File: src/design/mboxPkg.sv
// MBOX error slice definitions
package mboxPkg;

  localparam int ebusW    = 36;
  localparam int physAdrW = 22;
  localparam int diagSelW = 2;
  localparam int mbSelW   = 3;

  // Memory-buffer input source, same code drives the parity-bit mux
  localparam logic [mbSelW-1:0] mbSelCsh   = 3'd0;
  localparam logic [mbSelW-1:0] mbSelAr    = 3'd2;
  localparam logic [mbSelW-1:0] mbSelChBuf = 3'd3;
  localparam logic [mbSelW-1:0] mbSelMem   = 3'd4;
  localparam logic [mbSelW-1:0] mbSelCcw   = 3'd6;
  localparam logic [mbSelW-1:0] mbSelNone  = 3'd7;

  // ERA word, the upper 14 bits read as reference kind or page-fail state
  typedef union packed {
    struct packed {
      logic [1:0]                   wdSel;
      logic                         ccaRef;
      logic                         chanRef;
      logic [1:0]                   dataSource;
      logic                         memWrite;
      logic [ebusW-physAdrW-8:0]    pad;
      logic [physAdrW-1:0]          address;
    } era;
    struct packed {
      logic                         vmaUser;
      logic [4:0]                   pfHold;
      logic                         ptPublic;
      logic [ebusW-physAdrW-8:0]    pad;
      logic [physAdrW-1:0]          address;
    } pageFail;
  } eraWordU;

endpackage

File: src/design/coreBusyCtl.sv
// Core busy and MB input select
`timescale 1ns/1ps

module coreBusyCtl (
  input  logic                       MBOX,
  input  logic                       arstN,
  input  logic                       memStart,
  input  logic                       memRdRq,
  input  logic                       chanCyc,
  input  logic                       chanToMem,
  input  logic                       nxmBusy,
  input  logic                       coreRdInProg,
  input  logic                       aRToMbSel,
  output logic                       coreBusy,
  output logic                       memBusy,
  output logic                       chanCoreBusy,
  output logic                       chanRead,
  output logic [mboxPkg::mbSelW-1:0] mbInSel
);

  logic                       chanDirToMem;
  logic                       chanWrMem;
  logic                       chanBufToMb;
  logic                       chanStatusToMb;
  logic [mboxPkg::mbSelW-1:0] mbInSelNext;

  assign memBusy   = memStart | nxmBusy | coreRdInProg;
  assign chanWrMem = chanCoreBusy & chanDirToMem;
  assign chanRead  = chanCoreBusy & ~chanDirToMem;

  // Status words are stored read-pause-write and buffer data as plain writes
  assign chanStatusToMb = chanWrMem & memRdRq;
  assign chanBufToMb    = chanWrMem & ~memRdRq;

  // EBOX store wins over channel traffic
  always_comb begin
    if (aRToMbSel)
      mbInSelNext = mboxPkg::mbSelAr;
    else if (chanBufToMb)
      mbInSelNext = mboxPkg::mbSelChBuf;
    else if (coreRdInProg)
      mbInSelNext = mboxPkg::mbSelMem;
    else if (chanStatusToMb)
      mbInSelNext = mboxPkg::mbSelCcw;
    else
      mbInSelNext = mboxPkg::mbSelNone;
  end

  always_ff @(posedge MBOX or negedge arstN) begin
    if (!arstN) begin
      coreBusy     <= 1'b0;
      chanCoreBusy <= 1'b0;
      chanDirToMem <= 1'b0;
      mbInSel      <= mboxPkg::mbSelNone;
    end else begin
      coreBusy     <= memStart | nxmBusy | chanCoreBusy;
      // Held until the start it launched goes away
      chanCoreBusy <= chanCyc | (chanCoreBusy & memStart);
      if (chanCyc)
        chanDirToMem <= chanToMem;
      mbInSel      <= mbInSelNext;
    end
  end

endmodule

File: src/design/nxmTimer.sv
// Nonexistent memory timeout
`timescale 1ns/1ps

module nxmTimer #(
  parameter int nxmTimeout = 16
) (
  input  logic MBOX,
  input  logic arstN,
  input  logic memStart,
  input  logic acknPulse,
  input  logic memRdRq,
  input  logic nxmErrClr,
  output logic nxmAny,
  output logic nxmBusy,
  output logic nxmErr,
  output logic nxmDataVal
);

  localparam logic [7:0] cntLimit = 8'(nxmTimeout);

  logic [7:0] startCnt;
  logic       advance;
  logic       nxmAnyDly;
  // One-hot fake acknowledge steps
  logic [2:6] nxmT;

  assign advance    = memStart & ~acknPulse & ~nxmAny;
  assign nxmBusy    = |nxmT[2:5];
  assign nxmDataVal = nxmT[6] & memRdRq;

  always_ff @(posedge MBOX or negedge arstN) begin
    if (!arstN) begin
      startCnt <= '0;
      nxmAny   <= 1'b0;
    end else if (!memStart) begin
      startCnt <= '0;
      nxmAny   <= 1'b0;
    end else if (advance) begin
      // Flag goes up one edge after the count reaches the limit
      if (startCnt == cntLimit)
        nxmAny <= 1'b1;
      else
        startCnt <= startCnt + 8'd1;
    end
  end

  always_ff @(posedge MBOX or negedge arstN) begin
    if (!arstN) begin
      nxmAnyDly <= 1'b0;
      nxmT      <= '0;
      nxmErr    <= 1'b0;
    end else begin
      nxmAnyDly <= nxmAny;
      nxmT      <= {nxmAny & ~nxmAnyDly, nxmT[2:5]};
      if (nxmT[6])
        nxmErr <= 1'b1;
      else if (nxmErrClr)
        nxmErr <= 1'b0;
    end
  end

  assert property (@(posedge MBOX) disable iff (!arstN) $onehot0(nxmT))
    else $error("nxmTimer: T2-T6 sequence not one-hot");

  // A late acknowledge must not race the timeout
  assert property (@(posedge MBOX) disable iff (!arstN) $rose(nxmAny) |-> !acknPulse)
    else $error("nxmTimer: NXM raised on an acknowledged cycle");

endmodule

File: src/design/errorCapture.sv
// Error flags and ERA
`timescale 1ns/1ps

module errorCapture (
  input  logic                         MBOX,
  input  logic                         arstN,
  input  logic                         memStart,
  input  logic                         acknPulse,
  input  logic                         memRdRq,
  input  logic                         memError,
  input  logic                         aChangeComing,
  input  logic                         mbParOdd,
  input  logic                         memAdrParErr,
  input  logic                         errClr,
  input  logic                         nxmErr,
  input  logic                         eraSel,
  input  logic                         chanRef,
  input  logic                         ccaRef,
  input  logic [1:0]                   mbWdSel,
  input  logic [1:0]                   dataSource,
  input  logic                         vmaUser,
  input  logic                         ptPublic,
  input  logic [4:0]                   pfHold,
  input  logic [mboxPkg::physAdrW-1:0] physAdr,
  output logic                         sbusErr,
  output logic                         mbParErr,
  output logic                         adrParErr,
  output logic                         holdEra,
  output mboxPkg::eraWordU             era
);

  logic memWrite;

  assign memWrite = ~memRdRq;
  assign holdEra  = ~memStart | sbusErr | mbParErr | adrParErr | nxmErr;

  always_ff @(posedge MBOX or negedge arstN) begin
    if (!arstN) begin
      sbusErr   <= 1'b0;
      mbParErr  <= 1'b0;
      adrParErr <= 1'b0;
    end else begin
      sbusErr   <= (memError & aChangeComing) | (sbusErr & ~errClr);
      // Parity is only checked on data the MB sends to memory
      mbParErr  <= (acknPulse & memWrite & ~mbParOdd) | (mbParErr & ~errClr);
      adrParErr <= memAdrParErr | (adrParErr & ~errClr);
    end
  end

  // ERA tracks each reference until something goes wrong
  always_ff @(posedge MBOX or negedge arstN) begin
    if (!arstN) begin
      era <= '0;
    end else if (!holdEra) begin
      if (eraSel) begin
        era.era.wdSel      <= mbWdSel;
        era.era.ccaRef     <= ccaRef;
        era.era.chanRef    <= chanRef;
        era.era.dataSource <= dataSource;
        era.era.memWrite   <= memWrite;
        era.era.pad        <= '0;
      end else begin
        era.pageFail.vmaUser  <= vmaUser;
        era.pageFail.pfHold   <= pfHold;
        era.pageFail.ptPublic <= ptPublic;
        era.pageFail.pad      <= '0;
      end
      era.era.address <= physAdr;
    end
  end

endmodule

File: src/design/chanParityBuf.sv
// Channel buffer parity
`timescale 1ns/1ps

module chanParityBuf #(
  parameter int chBufAdrW = 7
) (
  input  logic                       MBOX,
  input  logic                       arstN,
  input  logic                       chBufWr,
  input  logic                       chBufMbSel,
  input  logic                       dataReverse,
  input  logic                       mbParLeft,
  input  logic                       mbParRight,
  input  logic                       cbusParLeft,
  input  logic                       cbusParRight,
  input  logic                       arParOdd,
  input  logic                       memParIn,
  input  logic                       cshParBit,
  input  logic                       ccwParBit,
  input  logic [chBufAdrW-1:0]       chBufAdr,
  input  logic [mboxPkg::mbSelW-1:0] mbInSel,
  output logic [1:0]                 chBufPar,
  output logic                       mbParBitIn
);

  // Bit 1 is the left half word, bit 0 the right
  logic [1:0] parRam [0:2**chBufAdrW-1];
  logic [1:0] wrPar;

  always_comb begin
    if (chBufMbSel)
      wrPar = {mbParLeft, mbParRight};
    else if (dataReverse)
      wrPar = {cbusParRight, cbusParLeft};
    else
      wrPar = {cbusParLeft, cbusParRight};
  end

  always_ff @(posedge MBOX) begin
    if (chBufWr)
      parRam[chBufAdr] <= wrPar;
  end

  always_ff @(posedge MBOX or negedge arstN) begin
    if (!arstN)
      chBufPar <= '0;
    else
      chBufPar <= parRam[chBufAdr];
  end

  always_comb begin
    case (mbInSel)
      mboxPkg::mbSelCsh:   mbParBitIn = cshParBit;
      mboxPkg::mbSelAr:    mbParBitIn = arParOdd;
      mboxPkg::mbSelChBuf: mbParBitIn = ^chBufPar;
      mboxPkg::mbSelMem:   mbParBitIn = memParIn;
      mboxPkg::mbSelCcw:   mbParBitIn = ccwParBit;
      default:             mbParBitIn = 1'b0;
    endcase
  end

endmodule

File: src/design/diagReadMux.sv
// Diagnostic E-bus readout
`timescale 1ns/1ps

module diagReadMux (
  input  logic                         diagRead,
  input  logic [mboxPkg::diagSelW-1:0] diagSel,
  input  mboxPkg::eraWordU             era,
  input  logic                         coreBusy,
  input  logic                         memBusy,
  input  logic                         nxmAny,
  input  logic                         nxmErr,
  input  logic                         sbusErr,
  input  logic                         mbParErr,
  input  logic                         adrParErr,
  input  logic                         chanRead,
  input  logic [mboxPkg::mbSelW-1:0]   mbInSel,
  output logic                         driving,
  output logic [0:mboxPkg::ebusW-1]    ebusData
);

  // ERA in E-bus bit order, bit 0 is the MSB
  logic [0:mboxPkg::ebusW-1] eraBits;
  logic [0:3]                statNib;

  assign eraBits = era;

  always_comb begin
    case (diagSel)
      2'd0:    statNib = {coreBusy, adrParErr, memBusy, nxmAny};
      2'd1:    statNib = {nxmErr, sbusErr, mbParErr, chanRead};
      2'd2:    statNib = {mbInSel, 1'b0};
      default: statNib = 4'b0000;
    endcase
  end

  assign driving  = diagRead;
  // Status nibble sits in bits 9-12, bit 13 unused
  assign ebusData = driving ?
                    {eraBits[0:8], statNib, 1'b0, eraBits[14:mboxPkg::ebusW-1]} :
                    '0;

endmodule

File: src/design/mboxErrTop.sv
// MBOX error and status slice
`timescale 1ns/1ps

module mboxErrTop #(
  parameter int nxmTimeout = 16,
  parameter int chBufAdrW  = 7
) (
  input  logic                         MBOX,
  input  logic                         arstN,
  input  logic                         memStart,
  input  logic                         memRdRq,
  input  logic                         acknPulse,
  input  logic [mboxPkg::physAdrW-1:0] physAdr,
  input  logic                         chanCyc,
  input  logic                         chanToMem,
  input  logic                         coreRdInProg,
  input  logic                         aRToMbSel,
  input  logic                         nxmErrClr,
  input  logic                         memError,
  input  logic                         aChangeComing,
  input  logic                         mbParOdd,
  input  logic                         memAdrParErr,
  input  logic                         errClr,
  input  logic                         eraSel,
  input  logic                         ccaRef,
  input  logic [1:0]                   mbWdSel,
  input  logic [1:0]                   dataSource,
  input  logic                         vmaUser,
  input  logic                         ptPublic,
  input  logic [4:0]                   pfHold,
  input  logic                         chBufWr,
  input  logic [chBufAdrW-1:0]         chBufAdr,
  input  logic                         chBufMbSel,
  input  logic                         dataReverse,
  input  logic                         mbParLeft,
  input  logic                         mbParRight,
  input  logic                         cbusParLeft,
  input  logic                         cbusParRight,
  input  logic                         arParOdd,
  input  logic                         memParIn,
  input  logic                         cshParBit,
  input  logic                         ccwParBit,
  input  logic                         diagRead,
  input  logic [mboxPkg::diagSelW-1:0] diagSel,
  output logic                         memBusy,
  output logic                         coreBusy,
  output logic                         chanRead,
  output logic                         nxmDataVal,
  output logic                         holdEra,
  output logic [1:0]                   chBufPar,
  output logic                         mbParBitIn,
  output logic                         driving,
  output logic [0:mboxPkg::ebusW-1]    ebusData
);

  logic                       chanCoreBusy;
  logic [mboxPkg::mbSelW-1:0] mbInSel;
  logic                       nxmAny;
  logic                       nxmBusy;
  logic                       nxmErr;
  logic                       sbusErr;
  logic                       mbParErr;
  logic                       adrParErr;
  mboxPkg::eraWordU           era;

  coreBusyCtl coreBusyCtl (
    .MBOX         (MBOX),
    .arstN        (arstN),
    .memStart     (memStart),
    .memRdRq      (memRdRq),
    .chanCyc      (chanCyc),
    .chanToMem    (chanToMem),
    .nxmBusy      (nxmBusy),
    .coreRdInProg (coreRdInProg),
    .aRToMbSel    (aRToMbSel),
    .coreBusy     (coreBusy),
    .memBusy      (memBusy),
    .chanCoreBusy (chanCoreBusy),
    .chanRead     (chanRead),
    .mbInSel      (mbInSel)
  );

  nxmTimer #(
    .nxmTimeout (nxmTimeout)
  ) nxmTimer (
    .MBOX       (MBOX),
    .arstN      (arstN),
    .memStart   (memStart),
    .acknPulse  (acknPulse),
    .memRdRq    (memRdRq),
    .nxmErrClr  (nxmErrClr),
    .nxmAny     (nxmAny),
    .nxmBusy    (nxmBusy),
    .nxmErr     (nxmErr),
    .nxmDataVal (nxmDataVal)
  );

  // Channel reference kind comes from the channel busy state
  errorCapture errorCapture (
    .MBOX          (MBOX),
    .arstN         (arstN),
    .memStart      (memStart),
    .acknPulse     (acknPulse),
    .memRdRq       (memRdRq),
    .memError      (memError),
    .aChangeComing (aChangeComing),
    .mbParOdd      (mbParOdd),
    .memAdrParErr  (memAdrParErr),
    .errClr        (errClr),
    .nxmErr        (nxmErr),
    .eraSel        (eraSel),
    .chanRef       (chanCoreBusy),
    .ccaRef        (ccaRef),
    .mbWdSel       (mbWdSel),
    .dataSource    (dataSource),
    .vmaUser       (vmaUser),
    .ptPublic      (ptPublic),
    .pfHold        (pfHold),
    .physAdr       (physAdr),
    .sbusErr       (sbusErr),
    .mbParErr      (mbParErr),
    .adrParErr     (adrParErr),
    .holdEra       (holdEra),
    .era           (era)
  );

  chanParityBuf #(
    .chBufAdrW (chBufAdrW)
  ) chanParityBuf (
    .MBOX         (MBOX),
    .arstN        (arstN),
    .chBufWr      (chBufWr),
    .chBufMbSel   (chBufMbSel),
    .dataReverse  (dataReverse),
    .mbParLeft    (mbParLeft),
    .mbParRight   (mbParRight),
    .cbusParLeft  (cbusParLeft),
    .cbusParRight (cbusParRight),
    .arParOdd     (arParOdd),
    .memParIn     (memParIn),
    .cshParBit    (cshParBit),
    .ccwParBit    (ccwParBit),
    .chBufAdr     (chBufAdr),
    .mbInSel      (mbInSel),
    .chBufPar     (chBufPar),
    .mbParBitIn   (mbParBitIn)
  );

  diagReadMux diagReadMux (
    .diagRead  (diagRead),
    .diagSel   (diagSel),
    .era       (era),
    .coreBusy  (coreBusy),
    .memBusy   (memBusy),
    .nxmAny    (nxmAny),
    .nxmErr    (nxmErr),
    .sbusErr   (sbusErr),
    .mbParErr  (mbParErr),
    .adrParErr (adrParErr),
    .chanRead  (chanRead),
    .mbInSel   (mbInSel),
    .driving   (driving),
    .ebusData  (ebusData)
  );

endmodule

File: config.mk
export PLATFORM = sky130hd
export DESIGN_NAME = mboxErrTop
export DESIGN_NICKNAME = d
export VERILOG_FILES = /design/src/design/mboxPkg.sv /design/src/design/coreBusyCtl.sv /design/src/design/nxmTimer.sv /design/src/design/errorCapture.sv /design/src/design/chanParityBuf.sv /design/src/design/diagReadMux.sv /design/src/design/mboxErrTop.sv
export SDC_FILE = /design/constraint.sdc
export NUM_CORES = 1
export LEC_CHECK = 0
export BUFFER_PORTS_ARGS = -buffer_cell sky130_fd_sc_hd__buf_2
export CORE_MARGIN = 2
export CORE_UTILIZATION = 29
export CTS_CLUSTER_SIZE = 16
export DETAILED_ROUTE_END_ITERATION = 10
export PLACE_DENSITY = 0.44
export SLEW_MARGIN = 20
export SYNTH_ARGS = -nofsm -noshare
export SYNTH_HDL_FRONTEND = slang
export SYNTH_SLANG_ARGS = --single-unit
File: constraint.sdc
create_clock -name MBOX -period 2.25 [get_ports MBOX]
set_input_delay 0.45 -clock MBOX [delete_from_list [all_inputs] [get_ports MBOX]]
set_output_delay 0.45 -clock MBOX [all_outputs]
set_load 0.03 [all_outputs]
Word-level counts from Yosys, hierarchy flattened. Memories as Yosys holds them, arrays and structs flattened. A register that Yosys moved wholly into a read port is not among the register bits. Index checks and enable logic that the tools add are counted.

Flip-flop bits (word level): 61. Bits in writable memories: 256. Memories: 1.

Memories: chanParityBuf.parRam (depth 128, bits a word 2, read ports 1, clocked after Yosys merged registers in 1, wr ports 1, line chanParityBuf.sv:27) `logic [1:0] parRam [0:2**chBufAdrW-1];`.

$add $sub $neg: 1. Equal/unequal tests: 10. Multiplexer cells: 20. Bitwise logic cells: 34. Reductions and logical operators: 8.

Operators by type and width (number): $mux 36 (1); $mux 8 (3); $and 1x1->1 (15); $mux 14 (1); $pmux 4 s3 (1); $or 1x1->1 (11); $mux 3 (3); $add 8x1->8 const B (1); $eq 8x5->1 const B (1); $mux 1 (8); $not 1->1 (8); $eq 3x2->1 const B (2); $eq 3x3->1 const B (2); $pmux 1 s5 (1); $mux 2 (2); $ne 2x1->1 const B (2); $reduce_and 2->1 (2); $reduce_or 4->1 (1); $logic_not 3->1 (1); $eq 2x1->1 const B (1); $eq 2x2->1 const B (1); $logic_not 2->1 (1); $ne 2x2->1 const B (1); $reduce_bool 2->1 (1); other kinds (2) (2).

Depth between registers and ports, before layout.
Depth in word-level cells: 6. Mapped depth: 10. Depth with buffers taken out: 7.

Hierarchy. A second synthesis with hierarchy kept.

Cells, all modules: 965. Area total of the unflattened synthesis: 13404.1 um^2.

Modules (own cells, without submodules): chanParityBuf (instances 1, cells each 739, area an instance 10730.3 um^2, seq. area each 7737.4 um^2); errorCapture (instances 1, cells each 89, area an instance 1368.8 um^2, seq. area each 800.8 um^2); nxmTimer (instances 1, cells each 69, area an instance 729.4 um^2, seq. area each 400.4 um^2); diagReadMux (instances 1, cells each 52, area an instance 347.8 um^2, seq. area each 0.0 um^2); coreBusyCtl (instances 1, cells each 16, area an instance 227.7 um^2, seq. area each 153.9 um^2).

Worst setup path before layout. No wires, ideal clock.

Kind: input to register. Start point: in dataReverse. End point: mem chanParityBuf.parRam[0][0], data pin. Data arrival time: 5544 ps. Data required time: 1053 ps. Setup slack: -4491 ps. Stages on the path: 2. Path buffers: 0. Path through: mux2i_1 -> o21ai_0.

Cells in the longest elaborated chain, start to end: 2.

Ends and longest elaborated chain: from (decl) (line mboxErrTop.sv:34) `input logic dataReverse,`; $mux 2 (line chanParityBuf.sv:33) `else if (dataReverse)`; $mux 2 (line chanParityBuf.sv:31) `if (chBufMbSel)`; net chanParityBuf.wrPar[0] (line chanParityBuf.sv:28) `logic [1:0] wrPar;`; to (decl) (line chanParityBuf.sv:27).

The timed path passes the listed nets, and every way through them passes these cells.

Worst setup path in the final report.
Start point: reg nxmTimer.nxmT[3] (netlist name). End point: out ebusData[11] (netlist name).

Cells in the longest elaborated chain, start to end: 5.

Ends and longest elaborated chain: from (decl) (line nxmTimer.sv:25) `logic [2:6] nxmT;`; from (signal assigned) (line nxmTimer.sv:54) `nxmT <= {nxmAny & ~nxmAnyDly, nxmT[2:5]};`; $reduce_or 4->1 (line nxmTimer.sv:28) `assign nxmBusy = |nxmT[2:5];`; $or 1x1->1 (2 in a row) (line coreBusyCtl.sv:27) `assign memBusy = memStart | nxmBusy | coreRdInProg;`; $pmux 4 s3 (line diagReadMux.sv:28) `case (diagSel)`; $mux 36 (line diagReadMux.sv:38) `assign ebusData = driving ?`; to (decl) (line mboxErrTop.sv:53) `output logic [0:mboxPkg::ebusW-1] ebusData`.

Every way passes these cells.

==> metrics <==
outcome finished, violations left; failing checks setup timing; Static Leak 6.12 nW; most area-hungry cell type in the Yosys netlist sky130_fd_sc_hd__edfxtp_1; setup TNS -634 ps; CP arrival 2270 ps; normalized max-slew margin 64.8%; buffers from clock root to sink, at most 3; final worst setup slack -470 ps; number of warnings printed during yosys synthesis 0; setup repair after global routing missed its margin yes; maximum fanout count along the critical path 2; share of the clock period used by the worst path after layout 121%; synthesis-to-layout area growth 26.5%; H-tree depth 2; count of flip-flops with a built-in enable after synthesis 256; Synth Area per Inst 13.8 um^2; count of cell types in the netlist 68; number of setup violations in the final report 3; peak supply drop 0.368 mV; Die Y 219 um; post-route core utilization 37.2%; net switching share of the total power 24.1%; overall die area 47700 um^2; cell row count slightly below 80; share of the synthesized area in the top cell type 57.6%; number of cells traversed by the worst register-to-register path 6; clock buffer count from CTS 36; PD cells 831 nW/um^2; GRT Util Overall 16.4%; final slew viol count 0; Initial Util 29.4%; Die Width 219 um; Worst-Skew Late Latency around 530 ps; share of the yosys chip area belonging to registers 68.1%; wire length of the first global-routing pass 58400 um; Worst Hold Slack approximately 69 ps; CTS sink count ~310; number of vias in the routed layout 8981; Tightest Pin Transition 526 ps; maxcap violations 0; worst clock skew around 18 ps; Post-Synthesis Cell Area 13300 um^2; clock tree from TritonCTS built; relative contribution of sequential cells to total power 47.1%; number of hold violations in the final report 0; initial antenna violation count 0; quantity of I/O buffers inserted on ports 112; cell-internal power 10.6 mW; post-DP HPWL 27500 um; switching power 3.37 mW; Final Net Count between 1000 and 1500; number of synthesized register bits 312; kind of end point of the critical path output pin; Routed wire per std cell roughly 21 um; category of the worst setup path launch point register; post-detailed-route DRC marker count 0; time the worst path needs with I/O delays and setup 2720 ps; required time of the worst setup path 1800 ps; number of standard cells after synthesis 964; GRT overflow 0; kind of critical path register to output pin; count of routing violations after the opening detailed-route iteration 723; fraction of layout instances using a drive strength above 1 31.2%; Final Routed Wirelength 39000 um; vias in the first global route 9301; weighted congestion at the end of routability-driven global placement around 0.86; top achievable clock speed about 370 MHz; number of cells on the worst hold path 2; top-level port count 116; vias per inst 4.92; length of the first detailed-routing pass in iterations 5; Hold Path Class input pin to register; clock transition at the registers of the reported paths 60 ps; Combinational Power Share 11.8%; clock network power share between 40% and 50%; maximum number of pins on one net before global-route repair 47; top cells by area in the synthesized netlist sky130_fd_sc_hd__edfxtp_1 (58%), sky130_fd_sc_hd__dfrtp_1 (9.9%), sky130_fd_sc_hd__nor2_1 (4.2%); CTS Root Buffer Type sky130_fd_sc_hd__clkbuf_16; pre-CTS setup slack -704 ps; final antenna diode count 0; Core Box Area 45400 um^2; Post-synth ARST share 17.9%; DRT antenna net count 0; most instantiated flip-flop cell in the synthesis netlist sky130_fd_sc_hd__edfxtp_1
-- worst max-delay path, cell delays in order (launching register included) --
cell	delay, ps
sky130_fd_sc_hd__dfrtp_1	370
sky130_fd_sc_hd__or4_4	540
sky130_fd_sc_hd__or3_4	340
sky130_fd_sc_hd__mux2i_1	130
sky130_fd_sc_hd__o21ai_1	70
sky130_fd_sc_hd__and2_1	160
sky130_fd_sc_hd__buf_6	130
-- cell families (layout without fill, tap and decap cells) --
family	count (synthesis)	in the layout	share of synthesized area (%)
and+or+nand+nor	316	316	11.1
DFF	312	312	68.1
AOI/OAI and AO/OA	156	156	9.03
muxes	90	90	8.10
buffers and inverters	79	337	2.89
xor gates and xnor gates	8	8	0.525
adders and majority gates	2	2	0.188
other	1	3	0.0281
-- synthesized netlist by cell type, types with 5 or more instances --
library cell	count
sky130_fd_sc_hd__buf_4	7
sky130_fd_sc_hd__a221oi_1	34
sky130_fd_sc_hd__nor2b_1	13
sky130_fd_sc_hd__xnor2_1	6
sky130_fd_sc_hd__o22ai_1	8
sky130_fd_sc_hd__nor2_1	148
sky130_fd_sc_hd__o221ai_1	7
sky130_fd_sc_hd__dfrtp_1	53
sky130_fd_sc_hd__buf_2	20
sky130_fd_sc_hd__buf_6	5
sky130_fd_sc_hd__inv_1	11
sky130_fd_sc_hd__a21bo_2	5
sky130_fd_sc_hd__nor3_1	12
sky130_fd_sc_hd__edfxtp_1	256
sky130_fd_sc_hd__and2_1	44
sky130_fd_sc_hd__o21ai_0	13
sky130_fd_sc_hd__nand2b_1	7
sky130_fd_sc_hd__nand2_1	45
sky130_fd_sc_hd__mux2_2	34
sky130_fd_sc_hd__a222oi_1	5
sky130_fd_sc_hd__mux2i_1	45
sky130_fd_sc_hd__a22oi_1	19
sky130_fd_sc_hd__clkbuf_1	31
sky130_fd_sc_hd__mux4_2	11
sky130_fd_sc_hd__o22a_1	8
sky130_fd_sc_hd__a21oi_1	17
sky130_fd_sc_hd__nand3_1	20
-- power by group through the flow --
stage / registers [mW] / logic (mW) / clock network [mW]
after floorplan: 6.71 / 0.938 / 0
final: 6.60 / 1.66 / 5.77
after detailed placement: 6.72 / 1.66 / 0
after global placement: 6.71 / 1.66 / 0
after global routing: 6.62 / 1.79 / 6.15
after CTS: 6.60 / 1.67 / 5.94
-- stage by stage --
step / instances / power (mW) / instance area, um^2
after floorplan: 966 / 7.64 / 13400
after global placement: 1759 / 8.37 / 15700
after detailed placement: 1759 / 8.38 / 15700
after CTS: 1824 / 14.2 / 16900
after global routing: 1824 / 14.6 / 16900
final: 1824 / 14.0 / 16900
-- sequential cells by signal, summed over array words and instances (netlist names) --
name                      count
coreBusyCtl.mbInSel           3
coreBusyCtl.chanDirToMem      1
errorCapture.era             29
nxmTimer.startCnt             8
nxmTimer.nxmAnyDly            1
nxmTimer.nxmT                 5
errorCapture.adrParErr        1
errorCapture.mbParErr         1
coreBusyCtl.coreBusy          1
nxmTimer.nxmAny               1
chanParityBuf.parRam        256
errorCapture.sbusErr          1
chanParityBuf.chBufPar        2
coreBusyCtl.chanCoreBusy      1
nxmTimer.nxmErr               1
-- layer usage --
| metal | track usage (%) | vias to the layer above | share of wire [%] |
|---|---|---|---|
| li1 | - | 4125 | - |
| met1 | 22.3 | 4502 | 45 |
| met2 | 26.8 | 299 | 47 |
| met3 | 2.78 | 55 | 6.1 |
| met4 | 4.63 | 0 | 2.1 |
| met5 | 0 | - | 0 |
-- cells in the final DEF (no fill, tap or decap), types with 5 or more instances in the layout --
cell,n
sky130_fd_sc_hd__edfxtp_1,256
sky130_fd_sc_hd__nor2_1,148
sky130_fd_sc_hd__buf_4,135
sky130_fd_sc_hd__buf_2,107
sky130_fd_sc_hd__dfrtp_1,53
sky130_fd_sc_hd__mux2i_1,45
sky130_fd_sc_hd__nand2_1,45
sky130_fd_sc_hd__and2_1,44
sky130_fd_sc_hd__clkbuf_16,37
sky130_fd_sc_hd__a221oi_1,34
sky130_fd_sc_hd__mux2_2,34
sky130_fd_sc_hd__nand3_1,20
sky130_fd_sc_hd__a22oi_1,19
sky130_fd_sc_hd__a21oi_1,17
sky130_fd_sc_hd__buf_12,16
sky130_fd_sc_hd__nor3_1,11
sky130_fd_sc_hd__mux4_2,11
sky130_fd_sc_hd__nor2b_1,10
sky130_fd_sc_hd__inv_1,10
sky130_fd_sc_hd__o21ai_0,9
sky130_fd_sc_hd__o22a_1,8
sky130_fd_sc_hd__o22ai_1,8
sky130_fd_sc_hd__clkbuf_1,8
sky130_fd_sc_hd__clkinv_2,8
sky130_fd_sc_hd__o221ai_1,7
sky130_fd_sc_hd__nand2b_1,7
sky130_fd_sc_hd__xnor2_1,6
sky130_fd_sc_hd__a21bo_2,5
sky130_fd_sc_hd__a222oi_1,5
-- path summary, 6_finish.rpt --
check | slack [ps] | endpoint | start
max in group asynchronous | 1220 | coreBusyCtl.mbInSel[1] | arstN
hold / removal | 70 | coreBusyCtl.mbInSel[0] | aRToMbSel
setup / recovery | -470 | ebusData[11] | nxmTimer.nxmT[3]
setup reg to reg | 120 | chanParityBuf.chBufPar[1] | chanParityBuf.parRam[39][1]
min in group asynchronous | 410 | errorCapture.sbusErr | arstN
hold reg to reg | 390 | nxmTimer.nxmT[6] | nxmTimer.nxmT[5]
-- repair_timing --
action | 4_1_cts | 5_1_grt
cloned | 0 | 0
pin swaps | 1 | 0
endpoints found under the setup margin | 5 | 5
hold endpoints to repair | 19 | 0
resized for setup | 9 | 5
setup buffers | 2 | 0
hold buffers | 1 | 0
-- area by class of cell --
cell class / instances / area (um^2)
inverters: 12 / 45.0
clock inverters: 17 / 190
repair buffers: 263 / 1920
clock buffers: 45 / 956
multi-input cells: 575 / 3930
flip-flops and latches: 312 / 9090
well taps: 600 / 751
fillers: 4392 / 28500
No activity file was read; power rests on OpenSTA's default activity.
